File: config.mk
export PLATFORM = sky130hd
export DESIGN_NAME = filter_top
export DESIGN_NICKNAME = d
export VERILOG_FILES = /design/src/hw/conv_pkg.sv /design/src/hw/line_tap_buffer.sv /design/src/hw/channel_conv_3x3.sv /design/src/hw/pixel_filter.sv /design/src/hw/credit_out_fifo.sv /design/src/hw/filter_top.sv
export SDC_FILE = /design/constraint.sdc
export NUM_CORES = 1
export LEC_CHECK = 0
export ABC_CLOCK_PERIOD_IN_PS = 21500
export BUFFER_PORTS_ARGS = -buffer_cell sky130_fd_sc_hd__buf_2
export CAP_MARGIN = 20
export CORE_MARGIN = 3
export CORE_UTILIZATION = 54
export CTS_CLUSTER_SIZE = 28
export DETAILED_ROUTE_END_ITERATION = 16
export GPL_ROUTABILITY_DRIVEN = 0
export PLACE_DENSITY_LB_ADDON = 0.2
export SKIP_CTS_REPAIR_TIMING = 1
export SKIP_LAST_GASP = 1
export SYNTH_ARGS = -nofsm -noshare
export SYNTH_HDL_FRONTEND = slang
export SYNTH_HIERARCHICAL = 1
export SYNTH_SLANG_ARGS = --single-unit
File: constraint.sdc
create_clock -name clk -period 21.5 [get_ports clk]
set_input_delay 3.225 -clock clk [delete_from_list [all_inputs] [get_ports clk]]
set_output_delay 3.225 -clock clk [all_outputs]
set_load 0.05 [all_outputs]
File: src/hw/conv_pkg.sv
package conv_pkg;

	// one colour channel
	localparam int CH_W = 8;

	// signed width of one kernel coefficient
	localparam int COEF_W = 4;

	// signed channel sum, covers -1020..1275 for the sharpen kernel
	localparam int SUM_W = 12;

	// window to clamped result: multiply, add, clamp
	localparam int CONV_STAGES = 3;

	// rgb pixel, seen either as one raw word or as three channel bytes
	// r sits in the top byte
	typedef union packed {
		logic [3*CH_W-1:0] raw;
		struct packed {
			logic [CH_W-1:0] r;
			logic [CH_W-1:0] g;
			logic [CH_W-1:0] b;
		} ch;
	} pixel_u;

	// sharpen kernel, row-major, element 0 is top-left
	localparam logic signed [COEF_W-1:0] KERNEL [9] = '{
		4'sd0, -4'sd1, 4'sd0,
		-4'sd1, 4'sd5, -4'sd1,
		4'sd0, -4'sd1, 4'sd0
	};

endpackage

File: src/hw/line_tap_buffer.sv
`timescale 1ns/100ps

module line_tap_buffer #(
	parameter int IMG_WIDTH = 8
) (
	input  logic             clk,
	input  logic             reset,
	input  logic             i_shift,
	input  conv_pkg::pixel_u i_pixel,
	output conv_pkg::pixel_u o_window [9]
);

	// one zero column on each side of the active row
	localparam int PAD_W = IMG_WIDTH + 2;

	// line_a delays by one padded row, line_b by two
	conv_pkg::pixel_u line_a [PAD_W];
	conv_pkg::pixel_u line_b [PAD_W];

	// same column in three consecutive rows
	// index 0 is the oldest row, index 2 the incoming pixel
	conv_pkg::pixel_u row_tap [3];

	// window registers per row, column 0 is the newest column
	conv_pkg::pixel_u win [3][3];

	always_comb begin
		row_tap[0] = line_b[PAD_W-1];
		row_tap[1] = line_a[PAD_W-1];
		row_tap[2] = i_pixel;
	end

	// row delay lines only move on an accepted pixel
	always_ff @(posedge clk) begin
		if (i_shift) begin
			line_a[0] <= i_pixel;
			// line_b picks up what falls out of line_a
			line_b[0] <= line_a[PAD_W-1];
			for (int k = 1; k < PAD_W; k++) begin
				line_a[k] <= line_a[k-1];
				line_b[k] <= line_b[k-1];
			end
		end
	end

	// 3x3 window, cleared so that it starts as padding
	always_ff @(posedge clk) begin
		if (reset) begin
			for (int r = 0; r < 3; r++) begin
				for (int c = 0; c < 3; c++) begin
					win[r][c] <= '0;
				end
			end
		end else if (i_shift) begin
			for (int r = 0; r < 3; r++) begin
				win[r][0] <= row_tap[r];
				win[r][1] <= win[r][0];
				win[r][2] <= win[r][1];
			end
		end
	end

	// row-major output, element 0 is oldest row and oldest column
	always_comb begin
		for (int r = 0; r < 3; r++) begin
			for (int c = 0; c < 3; c++) begin
				o_window[3*r + c] = win[r][2-c];
			end
		end
	end

endmodule

File: src/hw/channel_conv_3x3.sv
`timescale 1ns/100ps

module channel_conv_3x3 (
	input  logic                      clk,
	input  logic                      reset,
	input  logic                      i_evt,
	input  logic [conv_pkg::CH_W-1:0] i_taps [9],
	output logic                      o_evt,
	output logic [conv_pkg::CH_W-1:0] o_value
);

	localparam int CW = conv_pkg::CH_W;
	localparam int SW = conv_pkg::SUM_W;
	localparam int NS = conv_pkg::CONV_STAGES;
	localparam int MAX_VAL = (1 << CW) - 1;

	// taps and coefficients widened to the signed sum width
	logic signed [SW-1:0] tap_x  [9];
	logic signed [SW-1:0] coef_x [9];
	logic signed [SW-1:0] prod_q [9];
	logic signed [SW-1:0] sum_d;
	logic signed [SW-1:0] sum_q;
	// event bit travelling beside the data
	logic [NS-1:0] evt_q;

	always_comb begin
		for (int k = 0; k < 9; k++) begin
			// taps are unsigned, zero fill on top
			tap_x[k] = {{(SW-CW){1'b0}}, i_taps[k]};
			// coefficients sign-extend through the size cast
			coef_x[k] = SW'(conv_pkg::KERNEL[k]);
		end
	end

	// stage 1, products fit SW bits since |tap*coef| <= 255*8
	always_ff @(posedge clk) begin
		for (int k = 0; k < 9; k++) begin
			prod_q[k] <= tap_x[k] * coef_x[k];
		end
	end

	// stage 2, nine-way sum
	always_comb begin
		sum_d = '0;
		for (int k = 0; k < 9; k++) begin
			sum_d = sum_d + prod_q[k];
		end
	end

	always_ff @(posedge clk) begin
		sum_q <= sum_d;
	end

	// stage 3, saturate to the channel range
	always_ff @(posedge clk) begin
		if (sum_q < 0) begin
			o_value <= '0;
		end else if (sum_q > MAX_VAL) begin
			o_value <= '1;
		end else begin
			o_value <= sum_q[CW-1:0];
		end
	end

	// data stages run every cycle, only the event bit says which result counts
	always_ff @(posedge clk) begin
		if (reset) begin
			evt_q <= '0;
		end else begin
			evt_q <= {evt_q[NS-2:0], i_evt};
		end
	end

	assign o_evt = evt_q[NS-1];

	// each result event lines up with a window event NS cycles back
	a_evt_latency: assert property (@(posedge clk) disable iff (reset)
		o_evt == ($past(i_evt, NS) && !$past(reset, NS)))
		else $error("convolver event out of step with its window");

endmodule

File: src/hw/pixel_filter.sv
`timescale 1ns/100ps

module pixel_filter #(
	parameter int IMG_WIDTH  = 8,
	parameter int IMG_HEIGHT = 6
) (
	input  logic             clk,
	input  logic             reset,
	input  logic             i_valid,
	input  conv_pkg::pixel_u i_pixel,
	output logic             o_evt,
	output logic             o_keep,
	output logic             o_last,
	output conv_pkg::pixel_u o_pixel
);

	localparam int CW = conv_pkg::CH_W;
	localparam int NS = conv_pkg::CONV_STAGES;
	// the source sends frames with a one pixel zero ring
	localparam int PAD_W = IMG_WIDTH + 2;
	localparam int PAD_H = IMG_HEIGHT + 2;
	localparam int COL_W = $clog2(PAD_W);
	localparam int ROW_W = $clog2(PAD_H);

	logic             r_valid;
	conv_pkg::pixel_u r_pixel;
	// padded position of r_pixel
	logic [COL_W-1:0] col_cnt;
	logic [ROW_W-1:0] row_cnt;
	logic             cur_keep;
	logic             cur_last;
	// window stage flags
	logic             win_evt;
	logic             win_keep;
	logic             win_last;
	conv_pkg::pixel_u window [9];
	logic [CW-1:0]    r_taps [9];
	logic [CW-1:0]    g_taps [9];
	logic [CW-1:0]    b_taps [9];
	logic             r_evt;
	logic             g_evt;
	logic             b_evt;
	logic [CW-1:0]    r_value;
	logic [CW-1:0]    g_value;
	logic [CW-1:0]    b_value;
	// keep and last delayed to meet the convolver results
	logic [NS-1:0]    keep_q;
	logic [NS-1:0]    last_q;

	// input register, cycle 1
	always_ff @(posedge clk) begin
		if (reset) begin
			r_valid <= 1'b0;
		end else begin
			r_valid <= i_valid;
		end
	end

	always_ff @(posedge clk) begin
		r_pixel <= i_pixel;
	end

	// raster position in the padded frame, wraps at frame end
	always_ff @(posedge clk) begin
		if (reset) begin
			col_cnt <= '0;
			row_cnt <= '0;
		end else if (r_valid) begin
			if (col_cnt == COL_W'(PAD_W - 1)) begin
				col_cnt <= '0;
				if (row_cnt == ROW_W'(PAD_H - 1)) begin
					row_cnt <= '0;
				end else begin
					row_cnt <= row_cnt + 1'b1;
				end
			end else begin
				col_cnt <= col_cnt + 1'b1;
			end
		end
	end

	// the window ending at (row, col) is centred on (row-1, col-1)
	// which is active only from the third row and third column on
	assign cur_keep = (row_cnt >= ROW_W'(2)) && (row_cnt <= ROW_W'(IMG_HEIGHT + 1))
		&& (col_cnt >= COL_W'(2)) && (col_cnt <= COL_W'(IMG_WIDTH + 1));
	assign cur_last = (row_cnt == ROW_W'(IMG_HEIGHT + 1))
		&& (col_cnt == COL_W'(IMG_WIDTH + 1));

	// flags enter the window stage together with the pixel, cycle 2
	always_ff @(posedge clk) begin
		if (reset) begin
			win_evt  <= 1'b0;
			win_keep <= 1'b0;
			win_last <= 1'b0;
		end else begin
			win_evt  <= r_valid;
			win_keep <= r_valid & cur_keep;
			win_last <= r_valid & cur_last;
		end
	end

	line_tap_buffer #(
		.IMG_WIDTH(IMG_WIDTH)
	) u_line_buf (
		.clk     (clk),
		.reset   (reset),
		.i_shift (r_valid),
		.i_pixel (r_pixel),
		.o_window(window)
	);

	// split window into colour planes
	always_comb begin
		for (int k = 0; k < 9; k++) begin
			r_taps[k] = window[k].ch.r;
			g_taps[k] = window[k].ch.g;
			b_taps[k] = window[k].ch.b;
		end
	end

	channel_conv_3x3 r_conv (
		.clk(clk), .reset(reset), .i_evt(win_evt), .i_taps(r_taps),
		.o_evt(r_evt), .o_value(r_value)
	);

	channel_conv_3x3 g_conv (
		.clk(clk), .reset(reset), .i_evt(win_evt), .i_taps(g_taps),
		.o_evt(g_evt), .o_value(g_value)
	);

	channel_conv_3x3 b_conv (
		.clk(clk), .reset(reset), .i_evt(win_evt), .i_taps(b_taps),
		.o_evt(b_evt), .o_value(b_value)
	);

	// flag pipeline runs freely like the convolver stages
	always_ff @(posedge clk) begin
		if (reset) begin
			keep_q <= '0;
			last_q <= '0;
		end else begin
			keep_q <= {keep_q[NS-2:0], win_keep};
			last_q <= {last_q[NS-2:0], win_last};
		end
	end

	// all three channels step together, cycle 5 after input
	assign o_evt  = r_evt & g_evt & b_evt;
	assign o_keep = keep_q[NS-1];
	assign o_last = last_q[NS-1];

	always_comb begin
		o_pixel.ch.r = r_value;
		o_pixel.ch.g = g_value;
		o_pixel.ch.b = b_value;
	end

	a_col_range: assert property (@(posedge clk) disable iff (reset)
		col_cnt < COL_W'(PAD_W))
		else $error("column counter left the padded row");

endmodule

File: src/hw/credit_out_fifo.sv
`timescale 1ns/100ps

module credit_out_fifo #(
	parameter int FIFO_DEPTH   = 16,
	parameter int DOWN_CREDITS = 4
) (
	input  logic             clk,
	input  logic             reset,
	input  logic             i_evt,
	input  logic             i_keep,
	input  logic             i_last,
	input  conv_pkg::pixel_u i_pixel,
	output logic [1:0]       o_credit_ret,
	output logic             o_valid,
	output conv_pkg::pixel_u o_pixel,
	output logic             o_last,
	input  logic             i_credit
);

	localparam int PIX_W = $bits(conv_pkg::pixel_u);
	localparam int PTR_W = $clog2(FIFO_DEPTH);
	localparam int CNT_W = $clog2(FIFO_DEPTH + 1);
	localparam int DCR_W = $clog2(DOWN_CREDITS + 1);

	logic [PIX_W-1:0] mem_pix  [FIFO_DEPTH];
	logic             mem_last [FIFO_DEPTH];
	logic [PTR_W-1:0] wr_ptr;
	logic [PTR_W-1:0] rd_ptr;
	logic [CNT_W-1:0] count;
	// credits granted by the consumer and not yet spent
	logic [DCR_W-1:0] down_cnt;
	logic             wr_en;
	logic             drop;
	logic             pop;

	assign wr_en = i_evt & i_keep;
	// border windows never reach the queue
	assign drop  = i_evt & ~i_keep;
	assign pop   = (count != '0) && (down_cnt != '0);

	always_ff @(posedge clk) begin
		if (wr_en) begin
			mem_pix[wr_ptr]  <= i_pixel.raw;
			mem_last[wr_ptr] <= i_last;
		end
	end

	always_ff @(posedge clk) begin
		if (reset) begin
			wr_ptr <= '0;
			rd_ptr <= '0;
			count  <= '0;
		end else begin
			if (wr_en) begin
				wr_ptr <= (wr_ptr == PTR_W'(FIFO_DEPTH - 1)) ? '0 : wr_ptr + 1'b1;
			end
			if (pop) begin
				rd_ptr <= (rd_ptr == PTR_W'(FIFO_DEPTH - 1)) ? '0 : rd_ptr + 1'b1;
			end
			case ({wr_en, pop})
				2'b10:   count <= count + 1'b1;
				2'b01:   count <= count - 1'b1;
				default: count <= count;
			endcase
		end
	end

	// spend one credit per output, regain one per i_credit pulse
	always_ff @(posedge clk) begin
		if (reset) begin
			down_cnt <= DCR_W'(DOWN_CREDITS);
		end else begin
			case ({pop, i_credit})
				2'b10:   down_cnt <= down_cnt - 1'b1;
				2'b01:   down_cnt <= down_cnt + 1'b1;
				default: down_cnt <= down_cnt;
			endcase
		end
	end

	assign o_valid     = pop;
	assign o_pixel.raw = mem_pix[rd_ptr];
	assign o_last      = mem_last[rd_ptr];

	// a dropped window and a departing pixel may both free a slot
	assign o_credit_ret = {1'b0, drop} + {1'b0, pop};

	// upstream holds at most FIFO_DEPTH credits, so a full queue sees no write
	a_no_overflow: assert property (@(posedge clk) disable iff (reset)
		wr_en |-> (count < CNT_W'(FIFO_DEPTH)))
		else $error("write into a full output queue");

	// consumer returns no more credits than it was given
	a_down_bound: assert property (@(posedge clk) disable iff (reset)
		down_cnt <= DCR_W'(DOWN_CREDITS))
		else $error("downstream credit counter above its start value");

	// credits must cover the trip through register, window and convolver
	a_depth: assert property (@(posedge clk)
		FIFO_DEPTH > conv_pkg::CONV_STAGES + 2)
		else $error("output queue too shallow for the filter pipeline");

endmodule

File: src/hw/filter_top.sv
`timescale 1ns/100ps

module filter_top #(
	parameter int IMG_WIDTH    = 8,
	parameter int IMG_HEIGHT   = 6,
	parameter int FIFO_DEPTH   = 16,
	parameter int DOWN_CREDITS = 4
) (
	input  logic             clk,
	input  logic             reset,
	// upstream, one pixel per credit held by the source
	input  logic             i_valid,
	input  conv_pkg::pixel_u i_pixel,
	output logic [1:0]       o_credit_ret,
	// downstream, one output per credit granted by the consumer
	output logic             o_valid,
	output conv_pkg::pixel_u o_pixel,
	output logic             o_last,
	input  logic             i_credit
);

	// window events from the filter
	logic             filt_evt;
	logic             filt_keep;
	logic             filt_last;
	conv_pkg::pixel_u filt_pixel;

	// every accepted pixel yields one event, kept or dropped
	pixel_filter #(
		.IMG_WIDTH (IMG_WIDTH),
		.IMG_HEIGHT(IMG_HEIGHT)
	) u_pixel_filter (
		.clk    (clk),
		.reset  (reset),
		.i_valid(i_valid),
		.i_pixel(i_pixel),
		.o_evt  (filt_evt),
		.o_keep (filt_keep),
		.o_last (filt_last),
		.o_pixel(filt_pixel)
	);

	// queue turns events back into upstream credits
	credit_out_fifo #(
		.FIFO_DEPTH  (FIFO_DEPTH),
		.DOWN_CREDITS(DOWN_CREDITS)
	) u_credit_out_fifo (
		.clk         (clk),
		.reset       (reset),
		.i_evt       (filt_evt),
		.i_keep      (filt_keep),
		.i_last      (filt_last),
		.i_pixel     (filt_pixel),
		.o_credit_ret(o_credit_ret),
		.o_valid     (o_valid),
		.o_pixel     (o_pixel),
		.o_last      (o_last),
		.i_credit    (i_credit)
	);

endmodule

### Word-level counts from Yosys, hierarchy flattened

Memory sizes are Yosys's and may differ from the RTL's. A register that Yosys moved wholly into a read port is not among the register bits.
Cells that the tools add are included.

| word-level totals | value |
|---|---|
| output and inout bits | 28 |
| bits in writable memories | 1,420 |
| input port bits | 28 |
| word-level logic and storage cells | 152 |
| bits in registers | 126 |
| memories kept | 8 |

| cells by class | value |
|---|---|
| bitwise operators | 16 |
| $mul | 3 |
| order comparisons | 10 |
| muxes and demuxes | 30 |
| equality and inequality tests | 8 |
| add/subtract/negate cells | 45 |
| reductions and logical operators | 10 |

Memory list:

| memory | depth | width | rd ports | clocked after memory_dff | write ports | RTL line | text |
|---|---|---|---|---|---|---|---|
| u_credit_out_fifo.mem_pix | 16 | 24 | 1 | 1 | 1 | credit_out_fifo.sv:25 | `logic [PIX_W-1:0] mem_pix [FIFO_DEPTH];` |
| u_pixel_filter.u_line_buf.line_a | 10 | 24 | 10 | 0 | 10 | line_tap_buffer.sv:17 | `conv_pkg::pixel_u line_a [PAD_W];` |
| u_pixel_filter.u_line_buf.line_b | 10 | 24 | 10 | 0 | 10 | line_tap_buffer.sv:18 | `conv_pkg::pixel_u line_b [PAD_W];` |
| u_pixel_filter.u_line_buf.win | 3 | 72 | 3 | 0 | 3 | line_tap_buffer.sv:25 | `conv_pkg::pixel_u win [3][3];` |
| u_pixel_filter.b_conv.prod_q | 9 | 12 | 9 | 0 | 9 | channel_conv_3x3.sv:20 | `logic signed [SW-1:0] prod_q [9];` |
| u_pixel_filter.g_conv.prod_q | 9 | 12 | 9 | 0 | 9 | channel_conv_3x3.sv:20 |  |
| 2 more memories | -- | -- | -- | -- | -- | -- |  |

Operators by type and width:

| kind | number |
|---|---|
| $add 12x12->12 | 24 |
| $mux 24 | 9 |
| $neg 8->12 | 12 |
| $gt 12x9->1 const B | 3 |
| $lt 12x1->1 const B | 3 |
| $mul 8x3->11 const B | 3 |
| $mux 4 | 7 |
| $mux 8 | 3 |
| $add 4x1->4 const B | 3 |
| $eq 4x4->1 const B | 3 |
| $pmux 5 s2 | 1 |
| $or 1x1->1 | 9 |
| $mux 1 | 8 |
| $add 3x1->3 const B | 2 |
| $and 1x1->1 | 6 |
| $pmux 3 s2 | 1 |
| $add 5x1->5 const B | 1 |
| $logic_and 1x1->1 | 5 |
| $reduce_bool 5->1 | 1 |
| $sub 5x1->5 const B | 1 |
| $eq 2x1->1 const B | 2 |
| $eq 2x2->1 const B | 2 |
| $ge 4x2->1 const B | 1 |
| $le 4x4->1 const B | 1 |
| 10 further kinds | 11 |

### Logic depth before layout (Yosys ltp)

Gate-level depths: netlist of the first run.
An unclocked memory read counts as a cell.

| depth | value |
|---|---|
| depth in word-level cells | 9 |
| depth in mapped cells | 13 |
| depth with buffers taken out | 13 |

### By module

The synthesis of the first run kept the hierarchy.

By module, submodules not included:

| module | instances | seq. area each (µm²) | cells each | area an instance (µm²) |
|---|---|---|---|---|
| line_tap_buffer | 1 | 20,900.0 | 961 | 23,156.0 |
| credit_out_fifo | 1 | 12,411.9 | 748 | 16,071.7 |
| channel_conv_3x3 at u_pixel_filter.b_conv | 1 | 1,641.6 | 400 | 4,028.9 |
| channel_conv_3x3 at u_pixel_filter.g_conv | 1 | 1,641.6 | 397 | 4,028.9 |
| channel_conv_3x3 at u_pixel_filter.r_conv | 1 | 1,641.6 | 396 | 3,991.3 |
| pixel_filter | 1 | 820.8 | 88 | 1,142.3 |

### Least setup slack after synthesis of the first run

OpenSTA, ideal clock, no wires.

| timing path | value |
|---|---|
| path type | register to register |
| start | reg u_pixel_filter.r_valid |
| end | mem u_pixel_filter/u_line_buf/win[0][0] in the netlist's numbering, enable pin |
| data required time | 20.907 ns |
| data arrival time | 16.527 ns |
| slack | 4.381 ns |
| cell stages (with the launch flop) | 4 |
| path buffers | 2 |
| period minus slack after synthesis | 17.119 ns |
| library setup time | 0.593 ns |
| cell sequence | dfxtp_1 -> buf_6 -> buf_6 -> or2_1 |

RTL lines:

| element | RTL line | text |
|---|---|---|
| from (decl) | pixel_filter.sv:25 | `logic r_valid;` |
| from (signal assigned) | pixel_filter.sv:55 | `r_valid <= i_valid;` |
| to (decl) | line_tap_buffer.sv:25 |  |

==> metrics.md, run 1 <==
| Metric | Value |
|---|---|
| Layout Area Growth over Synthesis | 12.00% |
| Clock Sinks | 1,355 |
| Antenna Cells | 0 |
| Detailed Routing Iterations Pass 1 | 5 |
| Average vias per placed instance | 5.216 |
| Setup violations, final | 0 |
| Worst-margin pin slew | 1055 ps |
| Fin. max-slew vios | 0 |
| Initial antenna violation count | 0 |
| DRC Markers | 0 |
| Routed WL per cell | 18.84 um |
| Fmax | 154.6 MHz |
| Slew headroom | 0.2967 |
| Final HPWL DP | 47.63 mm |
| PortBufs | 55 |
| Pleak | 21.37 nW |
| Final Cell Area | 56,590 um2 |
| H-tree Lvls | 4 |
| Worst Path Class, Setup | reg -> out |
| Max-Cap Viols | 0 |
| Startpoint type of the worst setup path | flop |
| Period minus WS final | 6467 ps |
| Area after DPL | 52,020 um2 |
| Maximum fanout along the worst path | 54 |
| Post-Syn Instances | 2,889 |
| DIE AREA | 97,280 um2 |
| Mapped Area | 50,530 um2 |
| RSZ-0062 raised after global routing | false |
| Final period util | 0.3008 |
| Arr. time, crit path | 3240 ps |
| Routed WL | 82.14 mm |
| Vias | 22.74k |
| Hold Crit Class | reg -> reg |
| Drt first-iter violations | 2,022 |
| Die X | 311.9 um |
| Peak supply drop | 0.00007797 V |
| CTS tree | done |
| Clock Pin Slew Worst Setup and Hold Paths | 60 ps |
| CTS root buffer | clkbuf_16 |
| Clock Tree Buf Depth | 3 |
| Fin Clk Skew | 20.91 ps |
| Placement row count | 111 |
| First-pass GRT wire length | 129.9 mm |
| Reg-to-reg startpoint | u_pixel_filter/r_valid |
| Status | finished clean |
| Layout cells sized above 1 | 0.1392 |
| Clk_lat worst skew | 720 ps |
| Total GRT Usage | 0.1713 |
| Final Hold Viols | 0 |
| Total core area | 92,220 um2 |
| Min-delay src | u_pixel_filter/u_line_buf/win[0][104] |
| Power Density | 125.6 nW/um2 |
| I/O Pins | 56 |
| Largest net degree at the start of global routing | 232 |
| DIE HEIGHT | 311.9 um |
| Avg Inst Size Synth | 17.49 um2 |
| Vias in the first global route | 23.43k |
| Total gr overflow | 0 |
| Setup TNS | 0 ps |
| Syn. warnings | 6 |
| Initial Util | 0.5479 |
| Element type at the critical path end | primary output |
| ANT nets after route | 0 |
| Nets | 3,230 |
| Syn nets | 3,114 |
| CP Data Required Time | 18,270 ps |
| CTS buffer count | 136 |
## area by class of cell
cell class | count | area [um2]
flip-flops and latches | 1355 | 37630
fillers | 6664 | 35630
multi-input cells | 1160 | 11370
clock buffers | 184 | 3856
well taps | 1243 | 1555
inverters | 283 | 1065
clock inverters | 66 | 684.4
repair buffers | 69 | 431.7
## registers in the layout (all words and copies together) (netlist names), 4 cells and up, named ones only
signal / flops
u_pixel_filter/u_line_buf/win: 168
u_pixel_filter/r_conv/sum_q: 12
u_pixel_filter/b_conv/prod_q: 59
u_pixel_filter/g_conv/sum_q: 12
u_pixel_filter/g_conv/o_value: 8
u_pixel_filter/u_line_buf/line_a: 240
u_pixel_filter/r_conv/prod_q: 59
u_pixel_filter/u_line_buf/line_b: 240
u_pixel_filter/b_conv/sum_q: 12
u_pixel_filter/g_conv/prod_q: 59
u_credit_out_fifo/mem_last: 16
u_credit_out_fifo/count: 5
u_credit_out_fifo/mem_pix: 384
u_pixel_filter/b_conv/o_value: 8
u_credit_out_fifo/rd_ptr: 4
u_pixel_filter/r_pixel: 24
u_pixel_filter/col_cnt: 4
u_credit_out_fifo/wr_ptr: 4
u_pixel_filter/r_conv/o_value: 8
## placed cells by master (no fill, tap or decap), types with 20 or more instances in the layout
cell and n:
a21oi_1 42, a22oi_1 51, and3b_1 168, buf_2 54, clkbuf_1 26, clkbuf_16 142
clkinv_1 20, clkinv_2 22, dfxtp_1 304, edfxtp_1 1048, fa_1 100, ha_1 97
inv_1 282, mux4_2 100, nand2_1 106, nor2_1 121, nor2b_1 33, nor3_1 25
xnor2_1 92, xor2_1 39
## worst max-delay path, cell delays in order, from the launching register on
cell,delay (ps)
dfxtp_4,750
buf_4,710
mux4_2,400
a22oi_1,260
nand2_1,100
buf_2,220
## per-stage QoR
| step | power, mW | cells | hold WS (ps) | utilization | setup WS (ps) |
|---|---|---|---|---|---|
| 2_1_floorplan | 4.515 | 2889 | 368.8 | - | 5490 |
| 6_report | 7.109 | 4360 | 407.4 | 0.6137 | 15030 |
| 4_1_cts | 7.199 | 4359 | 413.6 | 0.6134 | 14950 |
| 3_3_place_gp | 4.770 | 4109 | 393.2 | 0.5641 | 15760 |
| 3_5_place_dp | 4.831 | 4109 | 404.2 | 0.5641 | 15720 |
| 5_1_grt | 7.482 | 4360 | 416.6 | 0.6137 | 14830 |
## worst paths after layout
check	endpoint	slack (ps)	depth (start not counted)
worst min register to register	u_pixel_filter/g_conv/prod_q[0][24]	410	0
worst max register to register	u_pixel_filter/u_line_buf/win[0][141]	17860	4
worst max-delay path	o_pixel[10]	15030	5
worst min-delay path	u_pixel_filter/g_conv/prod_q[0][24]	410	0
## where the power goes
part           switching [mW]  internal [mW]  leakage, nW
clock                   0.941           1.41         2.23
combinational           0.820          0.645         6.64
sequential              0.182           3.11         12.5
total                    1.94           5.17         21.4
## layer usage
metal  vias up  track usage  share of wire
li1      10740            -              -
met4         0      0.05692          0.022
met3       133      0.02933          0.041
met2       439       0.2681           0.48
met1     11430       0.2476           0.46
met5         -            0              0
Power figures use the tool's default switching activity.
==> run 2: changes to the inputs <==
Settings changed: ABC_CLOCK_PERIOD_IN_PS 21500 to 6100.
Clock period 21.5 ns to 6.1 ns, I/O delays scaled along.
==> metrics.md, run 2 (synthesis results as in run 1) <==
| Metric | Value |
|---|---|
| Status | finished clean |
| Power Density | 436.8 nW/um2 |
| Most common cell after layout, fill and taps aside | edfxtp_1 |
| DIE HEIGHT | 311.9 um |
| Final Hold Viols | 0 |
| Routed WL per cell | 19.10 um |
| Pleak | 21.18 nW |
| Initial antenna violation count | 1 |
| Largest register by flop count | u_credit_out_fifo/mem_pix |
| Setup TNS | 0 ps |
| Hold Crit Class | in -> reg |
| DIE AREA | 97,280 um2 |
| Die X | 311.9 um |
| RSZ-0062 raised after global routing | false |
| First-pass GRT wire length | 132.0 mm |
| Fill cell count | 6,724 |
| Total power | 24.57 mW |
| Initial Util | 0.5479 |
| Placement row count | 111 |
| Largest registers | u_credit_out_fifo/mem_pix x384, u_pixel_filter/u_line_buf/line_a x240, u_pixel_filter/u_line_buf/line_b x240 |
| H-tree Lvls | 4 |
| Setup violations, final | 0 |
| Peak supply drop | 0.0003038 V |
| Layout Area Growth over Synthesis | 11.33% |
| Worst-margin pin slew | 1103 ps |
| CP Data Required Time | 5180 ps |
| Worst Path Class, Setup | reg -> out |
| Final period util | 0.7059 |
| Vias in the first global route | 23.71k |
| Antenna Cells | 0 |
| Maximum fanout along the worst path | 56 |
| Commonest non-fill, non-tap cells in the layout | edfxtp_1, dfxtp_1, inv_1 |
| Reg-to-reg startpoint | u_pixel_filter/b_conv/prod_q[0][7] |
| Total core area | 92,220 um2 |
| Clock Tree Buf Depth | 3 |
| Nets | 3,228 |
| ANT nets after route | 0 |
| PortBufs | 55 |
| Fin. max-slew vios | 0 |
| Vias | 22.93k |
| Clock Sinks | 1,355 |
| Period minus WS final | 4306 ps |
| CTS root buffer | clkbuf_16 |
| Routed WL | 83.11 mm |
| I/O Pins | 56 |
| Clock Pin Slew Worst Setup and Hold Paths | 60 ps |
| Clk_lat worst skew | 720 ps |
| Layout cells sized above 1 | 0.1338 |
| Drt first-iter violations | 1,866 |
| Slew headroom | 0.2629 |
| Final HPWL DP | 47.46 mm |
| CTS tree | done |
| Total gr overflow | 0 |
| Startpoint type of the worst setup path | flop |
| Max-Cap Viols | 0 |
| Largest net degree at the start of global routing | 194 |
| Detailed Routing Iterations Pass 1 | 5 |
| Min-delay src | i_pixel[16] |
| CTS buffer count | 135 |
| Fmax | 232.2 MHz |
| Fin Clk Skew | 29.97 ps |
| Max reg flops | 384 |
| DRC Markers | 0 |
| FF-to-FF setup slack | 2590 ps |
| Arr. time, crit path | 3390 ps |
| Average vias per placed instance | 5.269 |
| Element type at the critical path end | primary output |
| Total GRT Usage | 0.1738 |
## run 2: where the power goes
group          switching (mW)  internal, mW  leakage [nW]
sequential              0.747          11.0          12.5
combinational            2.82          2.28          6.64
clock                    3.28          4.48          2.05
total                    6.84          17.7          21.2
## run 2: critical path, cell delays in order (launching register included)
cell and delay, ps:
dfxtp_4 960, buf_12 450, mux4_2 570, a22oi_1 220, nand2_1 130, buf_2 230
## run 2: final timing paths
path / endpoint / depth (start not counted)
worst max-delay path: o_pixel[18] / 5
worst min-delay path: u_pixel_filter/r_pixel[16] / 1
worst max register to register: u_pixel_filter/b_conv/sum_q[10] / 13
worst min register to register: u_pixel_filter/g_conv/prod_q[0][24] / 0
## run 2: metal layers
layer  vias to the layer above  track usage  wire (um)
met5                         -            0          0
met4                         0      0.05435       1863
met3                       153      0.03192       4233
met2                       527       0.2797      39850
met1                     11540       0.2442      37160
li1                      10720            -          -
## run 2: area by class of cell
type	count	area, um2	share of cell area
multi-input cells	1160	11370	0.2021
clock inverters	48	381.6	0.006784
inverters	283	1065	0.01893
clock buffers	195	3806	0.06766
flip-flops and latches	1355	37630	0.6689
well taps	1243	1555	0.02765
repair buffers	68	449.2	0.007985
## run 2: metrics by stage
step | hold slack [ps] | cell area, um2 | setup slack, ps | instances | util
after floorplan | 368.8 | 50530 | 460.5 | 2889 | -
after global placement | 393.7 | 52040 | 2417 | 4108 | 0.5643
after detailed placement | 391.1 | 52040 | 2404 | 4108 | 0.5643
after CTS | 242.1 | 56230 | 1644 | 4351 | 0.6097
after global routing | 261.7 | 56260 | 1533 | 4352 | 0.6100
final | 306.2 | 56260 | 1794 | 4352 | 0.6100
==> run 3: changes to the inputs <==
Settings changed: ABC_CLOCK_PERIOD_IN_PS 6100 to 3500.
Clock period 6.1 ns to 3.5 ns, I/O delays scaled along.
==> metrics.md, run 3 (synthesis results as in run 1) <==
| Metric | Value |
|---|---|
| Status | finished clean |
| CTS root buffer | clkbuf_16 |
| Worst-margin pin slew | 1020 ps |
| Startpoint type of the worst setup path | flop |
| Largest net degree at the start of global routing | 185 |
| Period minus WS final | 3385 ps |
| RSZ-0062 raised after global routing | true |
| Largest registers | u_credit_out_fifo/mem_pix x384, u_pixel_filter/u_line_buf/line_a x240, u_pixel_filter/u_line_buf/line_b x240 |
| Final period util | 0.9671 |
| Drt first-iter violations | 1,932 |
| Routed WL per cell | 18.86 um |
| Hold Crit Class | in -> reg |
| Initial Util | 0.5479 |
| Clock Pin Slew Worst Setup and Hold Paths | 60 ps |
| Max reg flops | 384 |
| Clk_lat worst skew | 710 ps |
| DRC Markers | 0 |
| CP Data Required Time | 4110 ps |
| Met2 routed WL | 40.92 mm |
| Cell mode on critical path | inv_1 |
| Element type at the critical path end | flop |
| Vias in the first global route | 23.91k |
| Slew headroom | 0.3202 |
| Largest register by flop count | u_credit_out_fifo/mem_pix |
| Arr. time, crit path | 4000 ps |
| CTS tree | done |
| Final Cell Area | 56,800 um2 |
| H-tree Lvls | 4 |
| Routed WL | 83.06 mm |
| Die X | 311.9 um |
| Max-Cap Viols | 0 |
| Antenna Cells | 0 |
| FF-to-FF setup slack | 120 ps |
| Crit path cell chain | inv_1 -> fa_1 -> inv_1 -> fa_1 -> inv_1 -> fa_1 -> inv_1 -> ha_1 -> a21oi_1 -> o211ai_2 -> a31o_1 -> a21oi_2 -> xnor2_1 |
| Final Hold Viols | 0 |
| Maximum fanout along the worst path | 3 |
| Slowest cell on crit path | fa_1 |
| CTS buffer count | 135 |
| DRT met1 WL | 36.48 mm |
| Placement row count | 111 |
| Most common cell after layout, fill and taps aside | edfxtp_1 |
| I/O Pins | 56 |
| Total power | 43.22 mW |
| Average vias per placed instance | 5.245 |
| Fin Clk Skew | 27.24 ps |
| Layout Area Growth over Synthesis | 12.42% |
| Worst Path Class, Setup | reg -> reg |
| DIE AREA | 97,280 um2 |
| Commonest non-fill, non-tap cells in the layout | edfxtp_1, dfxtp_1, inv_1 |
| ANT nets after route | 0 |
| Detailed Routing Iterations Pass 1 | 5 |
| Fin. max-slew vios | 0 |
| Layout cells sized above 1 | 0.1423 |
| Total core area | 92,220 um2 |
| Nets | 3,280 |
| Pleak | 21.45 nW |
| Area after DPL | 52,290 um2 |
| Top Layer Used | met4 |
| First-pass GRT wire length | 131.8 mm |
| Fmax | 295.4 MHz |
| Total gr overflow | 0 |
| DIE HEIGHT | 311.9 um |
| Crit path largest cell delay | 560 ps |
| Vias | 23.11k |
| Initial antenna violation count | 0 |
| Met3 wire len | 3.803 mm |
| Power Density | 760.8 nW/um2 |
| Clock Sinks | 1,355 |
| Top delay family on crit path | adder cells |
| Final HPWL DP | 49.09 mm |
| Setup violations, final | 0 |
| Peak supply drop | 0.0004742 V |
| PortBufs | 55 |
| WP buf/inv | 4 |
| Total GRT Usage | 0.1735 |
| Clock Tree Buf Depth | 3 |
-- run 3: cell count changes in the layout (fill, tap and decap cells not counted), moves of 6 or more --
cell | previous run | this run
ha_1 | 97 | 91
and3_2 | 6 | 0
and3_1 | 2 | 8
and2_1 | 1 | 10
dlygate4sd3_1 | 0 | 24
clkbuf_1 | 42 | 35
clkbuf_8 | 16 | 8
and2_2 | 9 | 0
buf_4 | 8 | 33
-- run 3: worst register-to-register path, cell delays in order, from the launching register on --
cell      delay (ps)
dfxtp_1          310
inv_1             50
fa_1             540
inv_1             60
fa_1             490
inv_1             50
fa_1             560
inv_1             70
ha_1             300
a21oi_1          230
o211ai_2         140
a31o_1           250
a21oi_2          140
xnor2_1          130
-- run 3: area by class of cell --
cell class	instances	area (um2)
multi-input cells	1160	11460
well taps	1243	1555
fillers	6653	35420
flip-flops and latches	1355	37630
inverters	283	1065
clock buffers	184	3730
clock inverters	60	432.9
repair buffers	120	929.6
-- run 3: worst paths after layout --
kind,start,endpoint,depth (start not counted)
worst max register to register,u_pixel_filter/b_conv/prod_q[0][2],u_pixel_filter/b_conv/sum_q[10],13
worst max-delay path,u_pixel_filter/b_conv/prod_q[0][2],u_pixel_filter/b_conv/sum_q[10],13
worst min register to register,u_pixel_filter/u_line_buf/line_b[7][7],u_pixel_filter/u_line_buf/line_b[8][7],0
worst min-delay path,i_valid,u_pixel_filter/r_valid,2
-- run 3: where the power goes --
part	switching [mW]	leakage (nW)	internal (mW)	total, mW
Combinational	5.37	6.91	4.35	9.72
Clock	5.69	2.03	7.66	13.3
Sequential	1.03	12.5	19.1	20.2
Total	12.1	21.5	31.1	43.2
-- run 3: metal layers --
metal,vias up,global-route usage
met2,477,0.2866
met3,154,0.03166
li1,10820,-
met4,0,0.05414
met5,-,0
met1,11650,0.2371
-- run 3: per-stage QoR --
stage          hold slack, ps  instances    util  TNS [ps]  worst slack [ps]
2_1_floorplan           368.8       2889       -   -765610             -2139
3_3_place_gp            400.7       4135  0.5670         0             87.99
3_5_place_dp            404.5       4135  0.5670         0             39.06
4_1_cts                -149.3       4379  0.6121         0             9.672
5_1_grt                 29.78       4405  0.6160    -108.0            -45.66
6_report                55.18       4405  0.6160         0             115.1
